File: config.mk
export PLATFORM = sky130hd
export DESIGN_NAME = sdram_map
export DESIGN_NICKNAME = d
export VERILOG_FILES = /design/src/sdram_map_pkg.sv /design/src/rom_bank_slots.sv /design/src/rom_loader.sv /design/src/rw_bank_slots.sv /design/src/sdram_cmd_arbiter.sv /design/src/sdram_map.sv
export VERILOG_INCLUDE_DIRS = /design/src /design/src/src
export SDC_FILE = /design/constraint.sdc
export NUM_CORES = 1
export LEC_CHECK = 0
export ABC_AREA = 1
export BUFFER_PORTS_ARGS = -buffer_cell sky130_fd_sc_hd__buf_2
export CORE_MARGIN = 4
export CORE_UTILIZATION = 55
export CTS_CLUSTER_SIZE = 30
export DETAILED_ROUTE_END_ITERATION = 8
export PLACE_DENSITY = 0.92
export SLEW_MARGIN = 15
export SYNTH_ARGS = -nofsm -noshare
export SYNTH_HDL_FRONTEND = slang
export SYNTH_SLANG_ARGS = --single-unit
File: constraint.sdc
create_clock -name clk -period 8.78 [get_ports clk]
set_clock_uncertainty 0.15 [all_clocks]
set_input_delay 2.634 -clock clk [delete_from_list [all_inputs] [get_ports clk]]
set_output_delay 2.634 -clock clk [all_outputs]
set_load 0.005 [all_outputs]
File: src/sdram_map_macros.svh
`ifndef SDRAM_MAP_MACROS_SVH
`define SDRAM_MAP_MACROS_SVH

// SDRAM word address width
`define SDRAM_AW    22

// Word address map
`define RAM_OFFSET  22'h10_0000   // CPU RAM and VRAM, ROM starts at zero
`define GFX_START   22'h08_0000   // Character ROM
`define SCR_OFFSET  22'h00_4000   // Scroll ROM, above the char ROM

// Download words from here on feed the key PROM
`define KEY_START   24'h20_0000

// Download header
`define HEADER_LEN  32
`define DEC_REG     5'h10         // Decoder flags byte

`endif

File: src/sdram_map_pkg.sv
`include "sdram_map_macros.svh"

package sdram_map_pkg;

    // One SDRAM command, mask is active low per byte lane
    typedef struct packed {
        logic                 rd;
        logic                 wr;
        logic [`SDRAM_AW-1:0] addr;
        logic [15:0]          data;
        logic [1:0]           mask;
    } sdram_req_t;

    // Read word seen as one 32-bit graphics word or as two 16-bit halves
    // half[0] is the word at the even address
    typedef union packed {
        logic [31:0]      word;
        logic [1:0][15:0] half;
    } sdram_word_u;

    // Main CPU access bundle
    typedef struct packed {
        logic        ram_cs;
        logic        vram_cs;
        logic        rom_cs;
        logic [16:0] addr;     // Word address
        logic        rnw;
        logic [1:0]  dsn;      // Active low byte strobes
        logic [15:0] data;
    } cpu_slot_t;

    // Graphics fetch, char slot only uses addr[12:0]
    typedef struct packed {
        logic [16:0] addr;
    } gfx_slot_t;

endpackage

File: src/rom_bank_slots.sv
`timescale 1ns/10ps
`include "sdram_map_macros.svh"

module rom_bank_slots import sdram_map_pkg::*; (
    input  logic        clk,
    input  logic        reset,
    input  logic        gfx_cs,
    input  gfx_slot_t   char_req,
    input  gfx_slot_t   scr_req,
    output logic [31:0] char_data,
    output logic [31:0] scr_data,
    output logic        char_ok,
    output logic        scr_ok,
    output sdram_req_t  req,
    output logic        req_on,
    input  logic        ack,
    input  logic        rdy,
    input  sdram_word_u rd_word
);

    logic [`SDRAM_AW-1:0] slot_addr [2];
    logic [`SDRAM_AW-1:0] tag [2];
    logic [31:0]          data [2];
    logic [1:0]           valid, hit, need;
    logic                 req_rd, wait_rdy, owner;
    logic                 issue, done;
    logic [`SDRAM_AW-1:0] req_addr;

    // Two 16-bit words per fetch
    assign slot_addr[0] = `GFX_START + {8'd0, char_req.addr[12:0], 1'b0};
    assign slot_addr[1] = `GFX_START + `SCR_OFFSET + {4'd0, scr_req.addr, 1'b0};

    always_comb begin
        for (int i = 0; i < 2; i++)
            hit[i] = valid[i] && tag[i] == slot_addr[i];
    end

    assign need = gfx_cs ? ~hit : 2'b00;   // Nothing outside the window

    assign char_ok   = gfx_cs && hit[0];
    assign scr_ok    = gfx_cs && hit[1];
    assign char_data = data[0];
    assign scr_data  = data[1];

    assign issue  = !req_rd && !wait_rdy && |need;
    assign done   = wait_rdy && rdy;
    assign req_on = req_rd;
    assign req    = '{rd: req_rd, wr: 1'b0, addr: req_addr, data: 16'h0000, mask: 2'b00};

    always_ff @(posedge clk) begin
        if (reset) begin
            req_rd   <= 1'b0;
            wait_rdy <= 1'b0;
            valid    <= 2'b00;
        end else begin
            if (req_rd && ack) begin
                req_rd   <= 1'b0;
                wait_rdy <= 1'b1;
            end else if (done) begin
                wait_rdy     <= 1'b0;
                valid[owner] <= 1'b1;
            end else if (issue)
                req_rd <= 1'b1;
        end
    end

    always_ff @(posedge clk) begin
        if (issue) begin
            owner    <= !need[0];       // Char before scroll
            req_addr <= need[0] ? slot_addr[0] : slot_addr[1];
        end
        if (done) begin
            tag[owner]  <= req_addr;
            data[owner] <= rd_word.word;
        end
    end

endmodule

File: src/rom_loader.sv
`timescale 1ns/10ps
`include "sdram_map_macros.svh"

module rom_loader import sdram_map_pkg::*; (
    input  logic        clk,
    input  logic        reset,
    input  logic        downloading,
    input  logic [24:0] ioctl_addr,
    input  logic [7:0]  ioctl_data,
    input  logic        ioctl_wr,
    output sdram_req_t  req,
    output logic        req_on,
    input  logic        ack,
    input  logic        rdy,
    output logic        dwnld_busy,
    output logic        dec_en,
    output logic        dec_type,
    output logic        key_we
);

    logic [24:0]          offs;
    logic [23:0]          word_addr;
    logic                 in_image, in_key, take;
    logic                 req_wr, wait_rdy;
    logic [7:0]           even_byte;
    logic [`SDRAM_AW-1:0] req_addr;
    logic [15:0]          req_data;

    assign offs      = ioctl_addr - 25'(`HEADER_LEN);  // Skip the header
    assign word_addr = offs[24:1];
    assign in_image  = downloading && ioctl_wr && ioctl_addr >= 25'(`HEADER_LEN);
    assign in_key    = word_addr >= `KEY_START;
    // Odd byte completes a word
    assign take      = in_image && !in_key && offs[0] && !req_wr && !wait_rdy;

    assign req_on     = req_wr;
    assign dwnld_busy = downloading | req_wr | wait_rdy;
    assign req        = '{rd: 1'b0, wr: req_wr, addr: req_addr, data: req_data, mask: 2'b00};

    always_ff @(posedge clk) begin
        if (reset) begin
            req_wr   <= 1'b0;
            wait_rdy <= 1'b0;
            key_we   <= 1'b0;
            dec_en   <= 1'b0;
            dec_type <= 1'b0;
        end else begin
            key_we <= in_image && in_key;   // One pulse per key byte
            if (downloading && ioctl_wr && ioctl_addr == 25'(`DEC_REG)) begin
                dec_en   <= |ioctl_data[1:0];
                dec_type <= ioctl_data[1];
            end
            if (req_wr && ack) begin
                req_wr   <= 1'b0;
                wait_rdy <= 1'b1;
            end else if (wait_rdy && rdy)
                wait_rdy <= 1'b0;
            else if (take)
                req_wr <= 1'b1;
        end
    end

    always_ff @(posedge clk) begin
        if (in_image && !offs[0])
            even_byte <= ioctl_data;
        if (take) begin
            req_addr <= word_addr[`SDRAM_AW-1:0];
            req_data <= {even_byte, ioctl_data};  // Even byte goes high
        end
    end

endmodule

File: src/rw_bank_slots.sv
`timescale 1ns/10ps
`include "sdram_map_macros.svh"

module rw_bank_slots import sdram_map_pkg::*; (
    input  logic        clk,
    input  logic        reset,
    input  cpu_slot_t   cpu,
    output logic [15:0] ram_data,
    output logic [15:0] rom_data,
    output logic        ram_ok,
    output logic        rom_ok,
    output sdram_req_t  req,
    output logic        req_on,
    input  logic        ack,
    input  logic        rdy,
    input  sdram_word_u rd_word
);

    logic [14:0]          xram_addr;
    logic                 xram_cs;
    logic [`SDRAM_AW-1:0] ram_addr, rom_addr, sel_addr;
    logic [`SDRAM_AW-1:0] tag0, tag1, wr_addr, pend_addr;
    logic                 valid0, valid1, wr_done;
    logic                 hit0, hit1, wr_hit, need0, need1;
    logic                 issue, done;
    logic                 req_rd, req_wr, wait_rdy;
    logic                 owner, pend_wr;    // owner high for the ROM slot
    logic [`SDRAM_AW-1:0] req_addr;
    logic [15:0]          req_data, fill, merged;
    logic [1:0]           req_mask;

    assign xram_cs = cpu.ram_cs | cpu.vram_cs;

    always_comb begin
        xram_addr = {cpu.ram_cs, cpu.addr[13:0]};  // RAM sits above VRAM
        if (cpu.ram_cs)
            xram_addr[13] = 1'b0;                  // Only 16kB of RAM
    end

    assign ram_addr = `RAM_OFFSET + {7'd0, xram_addr};
    assign rom_addr = {5'd0, cpu.addr};
    assign sel_addr = need0 ? ram_addr : rom_addr;

    assign hit0   = valid0 && tag0 == ram_addr;
    assign hit1   = valid1 && tag1 == rom_addr;
    assign wr_hit = wr_done && wr_addr == ram_addr;
    assign need0  = xram_cs && (cpu.rnw ? !hit0 : !wr_hit);
    assign need1  = cpu.rom_cs && !hit1;
    assign ram_ok = xram_cs && (cpu.rnw ? hit0 : wr_hit);
    assign rom_ok = cpu.rom_cs && hit1;

    assign issue  = !req_on && !wait_rdy && (need0 || need1);
    assign done   = wait_rdy && rdy;
    assign req_on = req_rd | req_wr;
    assign req    = '{rd: req_rd, wr: req_wr, addr: req_addr, data: req_data, mask: req_mask};

    // Reads fetch the aligned pair, bit 0 picks the half
    assign fill   = rd_word.half[pend_addr[0]];
    assign merged = {req_mask[1] ? ram_data[15:8] : req_data[15:8],
                     req_mask[0] ? ram_data[7:0]  : req_data[7:0]};

    always_ff @(posedge clk) begin
        if (reset) begin
            req_rd   <= 1'b0;
            req_wr   <= 1'b0;
            wait_rdy <= 1'b0;
            valid0   <= 1'b0;
            valid1   <= 1'b0;
            wr_done  <= 1'b0;
        end else begin
            if (!xram_cs || cpu.rnw)
                wr_done <= 1'b0;   // Next write cycle goes out again
            if (req_on && ack) begin
                req_rd   <= 1'b0;
                req_wr   <= 1'b0;
                wait_rdy <= 1'b1;
            end else if (done) begin
                wait_rdy <= 1'b0;
                if (owner)
                    valid1 <= 1'b1;
                else begin
                    if (!pend_wr || req_mask == 2'b00)
                        valid0 <= 1'b1;
                    if (pend_wr)
                        wr_done <= 1'b1;
                end
            end else if (issue) begin
                req_rd <= !(need0 && !cpu.rnw);
                req_wr <= need0 && !cpu.rnw;
                if (need0 && !cpu.rnw)
                    wr_done <= 1'b0;
            end
        end
    end

    always_ff @(posedge clk) begin
        if (issue) begin
            owner     <= !need0;           // RAM slot first
            pend_addr <= sel_addr;
            pend_wr   <= need0 && !cpu.rnw;
            req_addr  <= (need0 && !cpu.rnw) ? sel_addr : {sel_addr[`SDRAM_AW-1:1], 1'b0};
            req_data  <= cpu.data;
            req_mask  <= (need0 && !cpu.rnw) ? cpu.dsn : 2'b00;
        end
        if (done) begin
            if (owner) begin
                tag1     <= pend_addr;
                rom_data <= fill;
            end else if (!pend_wr) begin
                tag0     <= pend_addr;
                ram_data <= fill;
            end else begin
                wr_addr <= pend_addr;
                if (valid0 && tag0 == pend_addr)
                    ram_data <= merged;    // Keep masked lanes
                else if (req_mask == 2'b00) begin
                    tag0     <= pend_addr;
                    ram_data <= req_data;
                end
            end
        end
    end

endmodule

File: src/sdram_cmd_arbiter.sv
`timescale 1ns/10ps

module sdram_cmd_arbiter import sdram_map_pkg::*; (
    input  logic       clk,
    input  logic       reset,
    input  logic       downloading,
    input  sdram_req_t ld_req,
    input  sdram_req_t rw_req,
    input  sdram_req_t gfx_req,
    input  logic       ld_on,
    input  logic       rw_on,
    input  logic       gfx_on,
    output logic       ld_ack,
    output logic       rw_ack,
    output logic       gfx_ack,
    output logic       ld_rdy,
    output logic       rw_rdy,
    output logic       gfx_rdy,
    output sdram_req_t req,
    input  logic       sdram_ack,
    input  logic       sdram_rdy
);

    logic own_ld, own_rw, own_gfx;
    logic acked;   // Command taken, waiting for rdy
    logic idle;
    logic bank_ok;

    assign idle    = !(own_ld || own_rw || own_gfx);
    assign bank_ok = !downloading;   // Banks wait out the download

    always_ff @(posedge clk) begin
        if (reset) begin
            own_ld  <= 1'b0;
            own_rw  <= 1'b0;
            own_gfx <= 1'b0;
            acked   <= 1'b0;
        end else if (idle) begin
            own_ld  <= ld_on;
            own_rw  <= !ld_on && bank_ok && rw_on;
            own_gfx <= !ld_on && bank_ok && !rw_on && gfx_on;
            acked   <= 1'b0;
        end else begin
            if (sdram_ack)
                acked <= 1'b1;
            if (sdram_rdy) begin
                // Grant ends here
                own_ld  <= 1'b0;
                own_rw  <= 1'b0;
                own_gfx <= 1'b0;
            end
        end
    end

    // Owner's command until the ack, then nothing
    always_comb begin
        req = '0;
        if (!acked) begin
            if (own_ld)
                req = ld_req;
            else if (own_rw)
                req = rw_req;
            else if (own_gfx)
                req = gfx_req;
        end
    end

    assign ld_ack  = sdram_ack && own_ld;
    assign rw_ack  = sdram_ack && own_rw;
    assign gfx_ack = sdram_ack && own_gfx;
    assign ld_rdy  = sdram_rdy && own_ld;
    assign rw_rdy  = sdram_rdy && own_rw;
    assign gfx_rdy = sdram_rdy && own_gfx;

endmodule

File: src/sdram_map.sv
`timescale 1ns/10ps

module sdram_map import sdram_map_pkg::*; (
    input  logic        clk,
    input  logic        reset,
    input  logic        lvbl,
    input  logic [8:0]  vrender,
    // Main CPU
    input  cpu_slot_t   cpu,
    output logic [15:0] ram_data,
    output logic [15:0] rom_data,
    output logic        ram_ok,
    output logic        rom_ok,
    // Graphics
    input  logic [12:0] char_addr,
    input  logic [16:0] scr_addr,
    output logic [31:0] char_data,
    output logic [31:0] scr_data,
    output logic        char_ok,
    output logic        scr_ok,
    // ROM download
    input  logic        downloading,
    input  logic [24:0] ioctl_addr,
    input  logic [7:0]  ioctl_data,
    input  logic        ioctl_wr,
    output logic        dwnld_busy,
    output logic        dec_en,
    output logic        dec_type,
    output logic        key_we,
    // SDRAM port
    output sdram_req_t  req,
    input  logic        sdram_ack,
    input  logic        sdram_rdy,
    input  logic [31:0] data_read
);

    logic        gfx_cs;
    sdram_word_u rd_word;
    gfx_slot_t   char_req, scr_req;
    sdram_req_t  ld_req, rw_req, gfx_req;
    logic        ld_on, rw_on, gfx_on;
    logic        ld_ack, rw_ack, gfx_ack;
    logic        ld_rdy, rw_rdy, gfx_rdy;

    // Graphics fetch window
    assign gfx_cs = lvbl || vrender == 9'd0 || vrender[8];

    assign rd_word.word  = data_read;
    assign char_req.addr = {4'd0, char_addr};
    assign scr_req.addr  = scr_addr;

    rw_bank_slots rw_bank_i (
        .clk(clk), .reset(reset), .cpu(cpu),
        .ram_data(ram_data), .rom_data(rom_data), .ram_ok(ram_ok), .rom_ok(rom_ok),
        .req(rw_req), .req_on(rw_on), .ack(rw_ack), .rdy(rw_rdy), .rd_word(rd_word)
    );

    rom_bank_slots rom_bank_i (
        .clk(clk), .reset(reset), .gfx_cs(gfx_cs),
        .char_req(char_req), .scr_req(scr_req),
        .char_data(char_data), .scr_data(scr_data), .char_ok(char_ok), .scr_ok(scr_ok),
        .req(gfx_req), .req_on(gfx_on), .ack(gfx_ack), .rdy(gfx_rdy), .rd_word(rd_word)
    );

    rom_loader loader_i (
        .clk(clk), .reset(reset), .downloading(downloading),
        .ioctl_addr(ioctl_addr), .ioctl_data(ioctl_data), .ioctl_wr(ioctl_wr),
        .req(ld_req), .req_on(ld_on), .ack(ld_ack), .rdy(ld_rdy),
        .dwnld_busy(dwnld_busy), .dec_en(dec_en), .dec_type(dec_type), .key_we(key_we)
    );

    sdram_cmd_arbiter arbiter_i (
        .clk(clk), .reset(reset), .downloading(downloading),
        .ld_req(ld_req), .rw_req(rw_req), .gfx_req(gfx_req),
        .ld_on(ld_on), .rw_on(rw_on), .gfx_on(gfx_on),
        .ld_ack(ld_ack), .rw_ack(rw_ack), .gfx_ack(gfx_ack),
        .ld_rdy(ld_rdy), .rw_rdy(rw_rdy), .gfx_rdy(gfx_rdy),
        .req(req), .sdram_ack(sdram_ack), .sdram_rdy(sdram_rdy)
    );

endmodule

Word level (Yosys, flattened, before mapping)
Memory sizes are Yosys's and may differ from the RTL's.
Cells that the tools add are included.

storage, ports and cells
  bits in registers = 250
  bits in latches = 0
  RAM bits = 108
  memory bits (read-only) = 0
  output and inout bits = 146
  memories kept = 2

memories
  memory           words  bits a word  rd ports  clocked after Yosys merged registers in  wr ports  line                  source
  rom_bank_i.data  2      32           2         0                                        1         rom_bank_slots.sv:23  logic [31:0] data [2];
  rom_bank_i.tag   2      22           2         0                                        1         rom_bank_slots.sv:22  logic [`SDRAM_AW-1:0] tag [2];

operators by class
  add/sub/neg operators = 4
  multipliers = 0
  div/mod/pow operators = 0
  order comparisons = 5
  eq/ne operators = 13
  shift-type cells = 0
  mux-type cells = 41
  bitwise gates (word level) = 13
  reductions and logical operators = 90

operators by type and width
  kind                    count
  $mux 42                 4
  $eq 22x22->1            5
  $mux 22                 5
  $mux 16                 5
  $logic_and 1x1->1       43
  $eq 25x5->1 const B     1
  $ge 25x6->1 const B     1
  $sub 25x6->25 const B   1
  $ge 24x22->1 const B    1
  $mux 1                  23
  $add 21x15->22 const A  1
  $eq 22x17->1            1
  $add 20x14->21 const A  1
  $add 20x18->21 const A  1
  $logic_not 1->1         18
  $mux 8                  2
  $reduce_and 4->1        4
  $reduce_or 2->1         6
  $reduce_and 2->1        5
  $logic_not 9->1         1
  $ne 3x3->1 const B      3
  $logic_or 1x1->1        7
  $not 1->1               7
  $ne 2x2->1 const B      3
  10 further kinds        17

Longest topological paths before layout
Gate-level depths: netlist of run 1.

  depth after elaboration = 12
  depth in mapped cells = 12
  depth with buffers taken out = 12

Cells and area by module
Synthesis of run 1 repeated with hierarchy kept, for this count alone.

unflattened totals
  cell total of the unflattened synthesis = 1357
  area, all modules = 14172.3 um^2

modules (own cells, without submodules)
  module             times used  cells an instance  area an instance (um^2)
  rw_bank_slots      1           548                5800.6
  rom_bank_slots     1           362                4884.7
  rom_loader         1           205                2257.2
  sdram_cmd_arbiter  1           233                1194.9
  sdram_map          1           9                  35.0

Worst setup path after synthesis of run 1
OpenSTA, ideal clock, no wires.

  path type = input to register
  from = in cpu[30] (netlist bit)
  to = reg rw_bank_i.owner (enable)
  setup time = 0.495 ns
  arrival time = 6.124 ns
  data required time = 8.135 ns
  setup slack = 2.011 ns
  cell stages on the path = 7
  path buffers = 0
  path through = inv_1 > or2_0 > o211ai_1 > nor2_1 > nand3_1 > nand3_2 > a21boi_0

between the ends
  longest elaborated chain between the ends = 8

RTL lines
  item                                         line                                      source
  start: declaration                           sdram_map.sv:9                            input cpu_slot_t cpu,
  $add 21x15->22 (no line)                     -
  $eq 22x22->1, on equally long branches       rw_bank_slots.sv:46, rw_bank_slots.sv:44
  $logic_and 1x1->1, on equally long branches  rw_bank_slots.sv:46, rw_bank_slots.sv:44
  $logic_not 1->1                              rw_bank_slots.sv:47                       assign need0 = xram_cs && (cpu.rnw ? !hit0 : !wr_hit);
  $mux 1                                       rw_bank_slots.sv:47
  $logic_and 1x1->1                            rw_bank_slots.sv:47
  $logic_or 1x1->1 *                           rw_bank_slots.sv:52                       assign issue = !req_on && !wait_rdy && (need0 || need1);
  $logic_and 1x1->1 *                          rw_bank_slots.sv:52
  end signal: assignment                       rw_bank_slots.sv:98                       owner <= !need0;
  end: declaration                             rw_bank_slots.sv:27                       logic owner, pend_wr;

Every way passes the cells marked *; elsewhere a longest branch is shown, timed or not.
A chain may end at the register's enable or synchronous reset.

Worst setup path in the final report of run 1
  from = in vrender[3]
  to = out char_ok

between the ends
  longest elaborated chain between the ends = 4

RTL lines
  item                           line                  source
  start: declaration             sdram_map.sv:7        input logic [8:0] vrender,
  $logic_not 9->1                sdram_map.sv:46       assign gfx_cs = lvbl || vrender == 9'd0 || vrender[8];
  $logic_or 1x1->1 (2 in a row)  sdram_map.sv:46
  $logic_and 1x1->1              rom_bank_slots.sv:40  assign char_ok = gfx_cs && hit[0];
  end: declaration               sdram_map.sv:19       output logic char_ok,

No other way between the ends.

==> reports/results.tsv, run 1 <==
metric	value	unit
status	finished, final reports clean	
drt total wl	37090	um
Routed Antenna Nets	0	
Pre-Repair DR Iteration Count	6	
Hold Vio Cnt, Final	0	
Syn Inst Count	1136	
Max FO, Critical Path	4	
Slowest-stage cell, CP	nor3_1	
synthesized cell area	13130	um2
RSZ-0062 raised after global routing	no	
prevailing post-synth register cell	edfxtp_1	
IO buf count	295	
Slew headroom	0.2317	
#FFs+latches synth	309	
full die area	26410	um2
vias in the first global route	9694	
clock latency on the worst-skew pair	550	ps
crit path capture type	output port	
I/O Pins	296	
starting density of the core	0.5594	
hold buffers post-CTS	0	
DRC	0	
sw power	758.2	uW
worst path required time	6000	ps
depth of the CTS H-tree	1	
multi-input combinational cell area	3417	um2
cell taking the most area after synthesis	edfxtp_1	
ys async rst share	0	
synth warn	0	
CP Data Arrival Time	3980	ps
Worst Setup Path Type	primary input to output port	
GP Congestion	0.9734	
Iteration-0 DRC Markers	1526	
post-synthesis cell type count	47	
Vias/cell	5.539	
Area growth syn-to-layout	21.52	%
# rows	56	
final setup vio count	0	
Syn Nets	1288	
CTS Buf Count	31	
Sequential Area	9089	um2
P_int	2.485	mW
largest net degree at the start of global routing	51	
Syn Area/Cell	11.56	um2
Hold Crit Class	flop to flop	
Core Region	23470	um2
Power Total	3.244	mW
worst path bufs/invs	2	
via count	9932	
CP top delay family	simple AND/OR/NAND/NOR gates	
top-count cell post-synth	edfxtp_1	
grt total ovfl	0	
crit start category	primary input	
number of synthesized flops with an enable pin	290	
PD cells	203.3	nW/um2
minimum clock period	6765	ps
Detail Placement HPWL	27680	um
Final Cycle Share	0.7705	
clock buffer depth	3	
maxcap violations	0	
total global-route track usage	0.2726	
critical path cell sequence	buf_2, or2_1, nor4_2, nor3_1, nor3_1, buf_2	
sequential power share	0.531	
switching share of power	0.2338	
initial antenna violation count	5	
Comb pwr share	0.081	
Max Fclk	147.8	MHz
routed len/inst	20.69	um
Area contributors post-synth	edfxtp_1 66%, nand2_1 7.1%, inv_1 4.2%, nor2_1 3.0%, dfxtp_1 2.9%	
setup tns final	0	ps
Nets	1600	
CTS tree	built	
Synth top cells by count	290 x edfxtp_1, 248 x nand2_1, 146 x inv_1, 104 x nor2_1, 59 x nand3_1	
Die X	162.5	um
post-synthesis sequential area ratio	0.6922	
fillers	1691	
share of cells above drive strength 1	0.2763	
first-pass GRT wire length	55420	um
Final Max Tran Viols	0	
slew at the pin with the worst max-slew slack	1150	ps
Post-CTS Resized	0	
max incr delay on CP	740	ps
CTS Root Cell	clkbuf_16	
DIE HEIGHT	162.5	um
clock transition at the registers of the reported paths	60	ps
VDD IR max	0.1358	mV
Clock Power Share	0.388	
clock net sink count	309	
postcts setup bufs	0	
Leakage	6.581	nW
Yosys top cell area share	0.6632	
-- layout make-up --
class                   count  share of cell area
clock buffers              45             0.05450
repair buffers            301             0.09536
clock inverters            13            0.005881
well taps                 319             0.02502
flip-flops and latches    309              0.5696
diodes                      1           0.0001568
multi-input cells         655              0.2142
inverters                 150             0.03529
-- path summary, 6_finish.rpt --
kind,from,to,slack (ps),depth (start not counted)
hold / removal,loader_i.even_byte[2]$_DFFE_PP_,loader_i.req_data[10]$_DFFE_PP_,270,0
setup / recovery,vrender[3],char_ok,2010,6
hold reg to reg,loader_i.even_byte[2]$_DFFE_PP_,loader_i.req_data[10]$_DFFE_PP_,270,0
setup reg to reg,rw_bank_i.req_addr[13]$_DFFE_PN_,rw_bank_i.ram_data[13]$_DFFE_PP_,6060,7
-- logic make-up (layout without fill, tap and decap cells) --
group	Yosys count	in the layout	share of synthesized area
AO/OA/AOI/OAI	119	119	0.05775
XOR/XNOR	38	38	0.02592
adder cells (fa/ha/maj)	2	2	0.001906
buffers and inverters	172	509	0.05117
flip-flops	309	309	0.6922
multiplexers	16	16	0.01372
other	0	1	0
AND/OR/NAND/NOR	480	480	0.1573
-- worst reg2reg max path: cells and delay by family, from the launching register on --
kind,cells,cell delay (ps)
and+or+nand+nor,6,1620
buffers and inverters,1,140
DFF,1,450
-- cells in the final DEF (no fill, tap or decap), types with 3 or more instances in the layout --
master     synthesis  routed
dfxtp_1           19      19
clkbuf_16          0      32
o21ai_0           44      44
xor2_1            16      16
a21oi_1           13      13
o21ai_1            4       4
nor2_1           104     100
xnor2_1           21      21
o22ai_1            8       8
o32ai_1            3       3
buf_4              0       6
nor4_1             6       6
nor3_1            14      13
inv_2              4       4
clkinv_2           0       4
nand4_1           14      14
o31ai_1           17      17
mux2_2            16      16
nor2_2             7       8
o21ai_2            8       8
or2_2              7       7
buf_2              3     295
edfxtp_1         290     290
nand3_2            4       4
o211ai_1          11      11
nor2_4             2       5
inv_1            146     146
clkbuf_1          15      11
clkinv_1           0       5
nand2_1          248     248
nand2_2            6       6
nand3_1           59      59
-- through the flow --
stage	worst slack [ps]	hold slack (ps)	util	std cells	instance area, um2
2_1_floorplan	2011	250.3	-	1136	13130
3_3_place_gp	2136	250.3	0.6386	1734	14990
3_5_place_dp	2098	254.5	0.6386	1734	14990
4_1_cts	2093	271.4	0.6796	1792	15950
5_1_grt	1947	276.2	0.6797	1793	15960
6_report	2015	266.8	0.6797	1793	15960
-- layer usage --
layer / up-vias / part of all wire / GRT usage
met5: - / 0.0016 / 0
met4: 8 / 0.038 / 0.09573
met3: 106 / 0.10 / 0.05366
met2: 639 / 0.47 / 0.4326
met1: 4651 / 0.39 / 0.3814
li1: 4528 / - / -
-- power groups by stage --
stage	sequential (mW)	clock, mW	combinational (mW)
6_report	1.72	1.26	0.264
5_1_grt	1.73	1.33	0.288
4_1_cts	1.72	1.27	0.259
3_5_place_dp	1.75	0	0.257
3_3_place_gp	1.75	0	0.250
2_1_floorplan	1.73	0	0.141
-- sequential cells by signal (all words and copies together), names as in the netlist, 18 cells and up --
register	flops
rom_bank_i.tag	36
rw_bank_i.tag0	18
rw_bank_i.tag1	18
rw_bank_i.wr_addr	18
rom_bank_i.data	64
loader_i.req_addr	22
rom_bank_i.req_addr	18
rw_bank_i.req_addr	18
Note: power is estimated with default switching activity, not from simulation.
==> run 2, diff against run 1 <==
ABC_AREA = 0   (was 1)
CORE_UTILIZATION = 54   (was 55)
PLACE_DENSITY = 0.91   (was 0.92)
clock period = 6.6 ns   (was 8.78 ns; I/O delays follow)
==> run 2 against run 1 <==
  * Clock power rose by 40%
  * Wire length fell by 12%
  * Sequential share of layout area rose by 2.4 points
  * Critical path type unchanged
  * Final cell count fell by 22%
  * Die area fell by 3.8%
  * Synthesized cell count fell by 33%
  * Register-to-register slack got worse by 2600 ps
  * Critical path depth rose by 1
  * Global-route usage fell by 2.2 points
  * Clock-buffer cell count rose by 2
  * Largest power group unchanged
  * Largest cell class unchanged
==> reports/results.tsv, run 2 <==
metric	value	unit	change
max incr delay on CP	450	ps	was 740 ps
via count	8131		was 9932
largest net degree at the start of global routing	33		was 51
R2R Setup Slk	3450	ps	was 6060 ps
WHS	269.0	ps	was 266.8 ps
DRC	0		unchanged
largest registers	rom_bank_i.data x64, rom_bank_i.tag x36, loader_i.req_addr x22		unchanged
ys async rst share	0		unchanged
I/O Pins	296		unchanged
initial antenna violation count	3		was 5
hold buffers post-CTS	0		unchanged
Iteration-0 DRC Markers	848		was 1526
sequential power share	0.527		was 0.531
Syn Area/Cell	16.18	um2	was 11.56 um2
Comb pwr share	0.078		was 0.081
PD cells	290.5	nW/um2	was 203.3 nW/um2
Vias/cell	5.800		was 5.539
Detail Placement HPWL	24140	um	was 27680 um
sw power	1.021	mW	was 758.2 uW
Area growth syn-to-layout	23.69	%	was 21.52%
slew at the pin with the worst max-slew slack	1123	ps	was 1150 ps
DIE HEIGHT	159.4	um	was 162.5 um
Max Fclk	175.0	MHz	
Leakage	5.885	nW	was 6.581 nW
number of synthesized flops with an enable pin	290		unchanged
worst path required time	4470	ps	was 6000 ps
setup ws final	885.5	ps	was 2015 ps
Die X	159.4	um	was 162.5 um
Final Core Density	0.6784		was 0.6797
Worst Setup Path Type	primary input to output port		unchanged
status	finished, final reports clean		unchanged
Final Max Tran Viols	0		unchanged
post-synthesis sequential area ratio	0.7341		was 0.6922
Most flops, register	rom_bank_i.data		unchanged
share of cells above drive strength 1	0.3722		was 0.2763
clock buffer depth	3		unchanged
Power Total	4.449	mW	was 3.244 mW
commonest cells after routing, fill and taps aside	295 x buf_2, 290 x edfxtp_1, 60 x xnor2_1		was 295 x buf_2, 290 x edfxtp_1, 248 x nand2_1
GP Congestion	0.9519		was 0.9734
commonest non-fill, non-tap cell in the layout	buf_2		unchanged
fillers	1558		was 1691
Area contributors post-synth	edfxtp_1 70%, xnor2_1 4.2%, mux2_2 3.7%, xor2_1 3.5%, dfxtp_1 3.1%		was edfxtp_1 66%, nand2_1 7.1%, inv_1 4.2%, nor2_1 3.0%, dfxtp_1 2.9%
Cell Area, Placed	14280	um2	was 14990 um2
Post-CTS Resized	0		unchanged
Final Cycle Share	0.8658		
design area	15310	um2	was 15960 um2
vias in the first global route	8286		was 9694
Max FO, Critical Path	4		unchanged
CP Launch Point	cpu[30]		was vrender[3]
postcts setup bufs	0		unchanged
reg-to-reg startpoint	rw_bank_i.pend_addr[0]$_DFFE_PN_		was rw_bank_i.req_addr[13]$_DFFE_PN_
clock transition at the registers of the reported paths	60	ps	about the same
r2r endpoint	rw_bank_i.ram_data[10]$_DFFE_PP_		was rw_bank_i.ram_data[13]$_DFFE_PP_
drt total wl	32630	um	was 37090 um
Finished Layout Cells	1402		was 1793
number of flip-flops in the largest register	64		unchanged
prevailing post-synth register cell	edfxtp_1		unchanged
#FFs+latches synth	309		unchanged
# rows	55		was 56
setup tns final	0	ps	unchanged
minimum clock period	5715	ps	
multi-input combinational cell area	3127	um2	was 3417 um2
Critical Path End	rom_ok		was char_ok
Hold Vio Cnt, Final	0		unchanged
total global-route track usage	0.2507		was 0.2726
synth warn	0		unchanged
Synth top cells by count	290 x edfxtp_1, 60 x xnor2_1, 49 x xor2_1, 41 x mux2_2, 38 x nor2_1		was 290 x edfxtp_1, 248 x nand2_1, 146 x inv_1, 104 x nor2_1, 59 x nand3_1
synthesized cell area	12380	um2	was 13130 um2
Core Region	22570	um2	was 23470 um2
Syn Nets	917		was 1288
clock latency on the worst-skew pair	510	ps	was 550 ps
Slowest-stage cell, CP	nor4_1		was nor3_1
DP Worst Slack	963.0	ps	was 2098 ps
IO buf count	295		unchanged
starting density of the core	0.5485		was 0.5594
CTS Buf Count	34		was 31
Nets	1242		was 1600
Hold Crit Class	flop to flop		unchanged
P_int	3.427	mW	was 2.485 mW
first-pass GRT wire length	48570	um	was 55420 um
routed len/inst	23.27	um	was 20.69 um
Slew headroom	0.2513		was 0.2317
RSZ-0062 raised after global routing	no		unchanged
CTS tree	built		unchanged
CTS Root Cell	clkbuf_16		unchanged
grt total ovfl	0		unchanged
cell taking the most area after synthesis	edfxtp_1		unchanged
maxcap violations	0		unchanged
Routed Antenna Nets	0		unchanged
Clock Power Share	0.395		was 0.388
CP Data Arrival Time	3580	ps	was 3980 ps
full die area	25410	um2	was 26410 um2
Pre-Repair DR Iteration Count	9		was 6
Yosys top cell area share	0.7034		was 0.6632
top-count cell post-synth	edfxtp_1		unchanged
clock net sink count	309		unchanged
depth of the CTS H-tree	2		was 1
crit path capture type	output port		unchanged
DP Cell Count	1339		was 1734
Sequential Area	9089	um2	unchanged
Min-Delay Path Depth	0		unchanged
Reg2Reg Depth	7		unchanged
switching share of power	0.2296		was 0.2338
VDD IR max	0.2594	mV	was 0.1358 mV
post-synthesis cell type count	51		was 47
crit start category	primary input		unchanged
Syn Inst Count	765		was 1136
final setup vio count	0		unchanged
critical path cell sequence	buf_2, xor2_1, nor4_1, nand4b_1, nor4_1, and2_1, buf_2		was buf_2, or2_1, nor4_2, nor3_1, nor3_1, buf_2
run 2: cell types whose count changed in the layout (fill, tap and decap cells not counted), moves of 16 or more:
cell and delta:
nand2_1 -223, inv_1 -113, nor2_1 -65, nand3_1 -46, xnor2_1 +39, o21ai_0 -38
xor2_1 +33, mux2_2 +25, a22o_1 +22, a222oi_1 +16, o31ai_1 -16
run 2: area by class of cell:
cell class | count | area share
Sequential cell | 309 | 0.5935
Multi-Input combinational cell | 403 | 0.2042
Timing Repair Buffer | 309 | 0.1033
Clock buffer | 47 | 0.06291
Tap cell | 285 | 0.02329
Inverter | 33 | 0.008089
Clock inverter | 14 | 0.004412
Antenna cell | 2 | 0.0003268
run 2: how the worst min path moves through the flow:
stage / slack (ps) / startpoint / end
4_1_cts: 270 / loader_i.even_byte[0]$_DFFE_PP_ / loader_i.req_data[8]$_DFFE_PP_
5_1_grt: 270 / loader_i.even_byte[1]$_DFFE_PP_ / loader_i.req_data[9]$_DFFE_PP_
6_report: 270 / loader_i.even_byte[0]$_DFFE_PP_ / loader_i.req_data[8]$_DFFE_PP_
3_5_place_dp: 250 / loader_i.even_byte[0]$_DFFE_PP_ / loader_i.req_data[8]$_DFFE_PP_
3_3_place_gp: 250 / loader_i.even_byte[2]$_DFFE_PP_ / loader_i.req_data[10]$_DFFE_PP_
2_1_floorplan: 250 / loader_i.even_byte[2]$_DFFE_PP_ / loader_i.req_data[10]$_DFFE_PP_
run 2: power by group through the flow:
stage,clock (mW),sequential (mW),combinational [mW]
after detailed placement,0,2.38,0.342
after global routing,1.86,2.35,0.374
after floorplan,0,2.32,0.196
after CTS,1.77,2.34,0.345
final,1.76,2.35,0.345
after global placement,0,2.38,0.330
run 2: critical path: cells and delay by family:
kind / cells / cell delay (ps)
xor gates and xnor gates: 1 / 160
buffers and inverters: 2 / 240
and+or+nand+nor: 4 / 1200
run 2: layer usage:
layer | part of all wire | vias up | global-route usage
met4 | 0.030 | 2 | 0.08442
met3 | 0.091 | 77 | 0.04841
met5 | 0.00021 | - | 0
met2 | 0.49 | 444 | 0.4141
li1 | - | 3594 | -
met1 | 0.39 | 4014 | 0.3388
run 2: kinds of logic after synthesis:
group | synth area share
AOI/OAI and AO/OA | 0.05296
xor gates and xnor gates | 0.07711
adders and majority gates | 0.002021
buffers and inverters | 0.01668
DFF | 0.7341
muxes | 0.04376
and+or+nand+nor | 0.07337
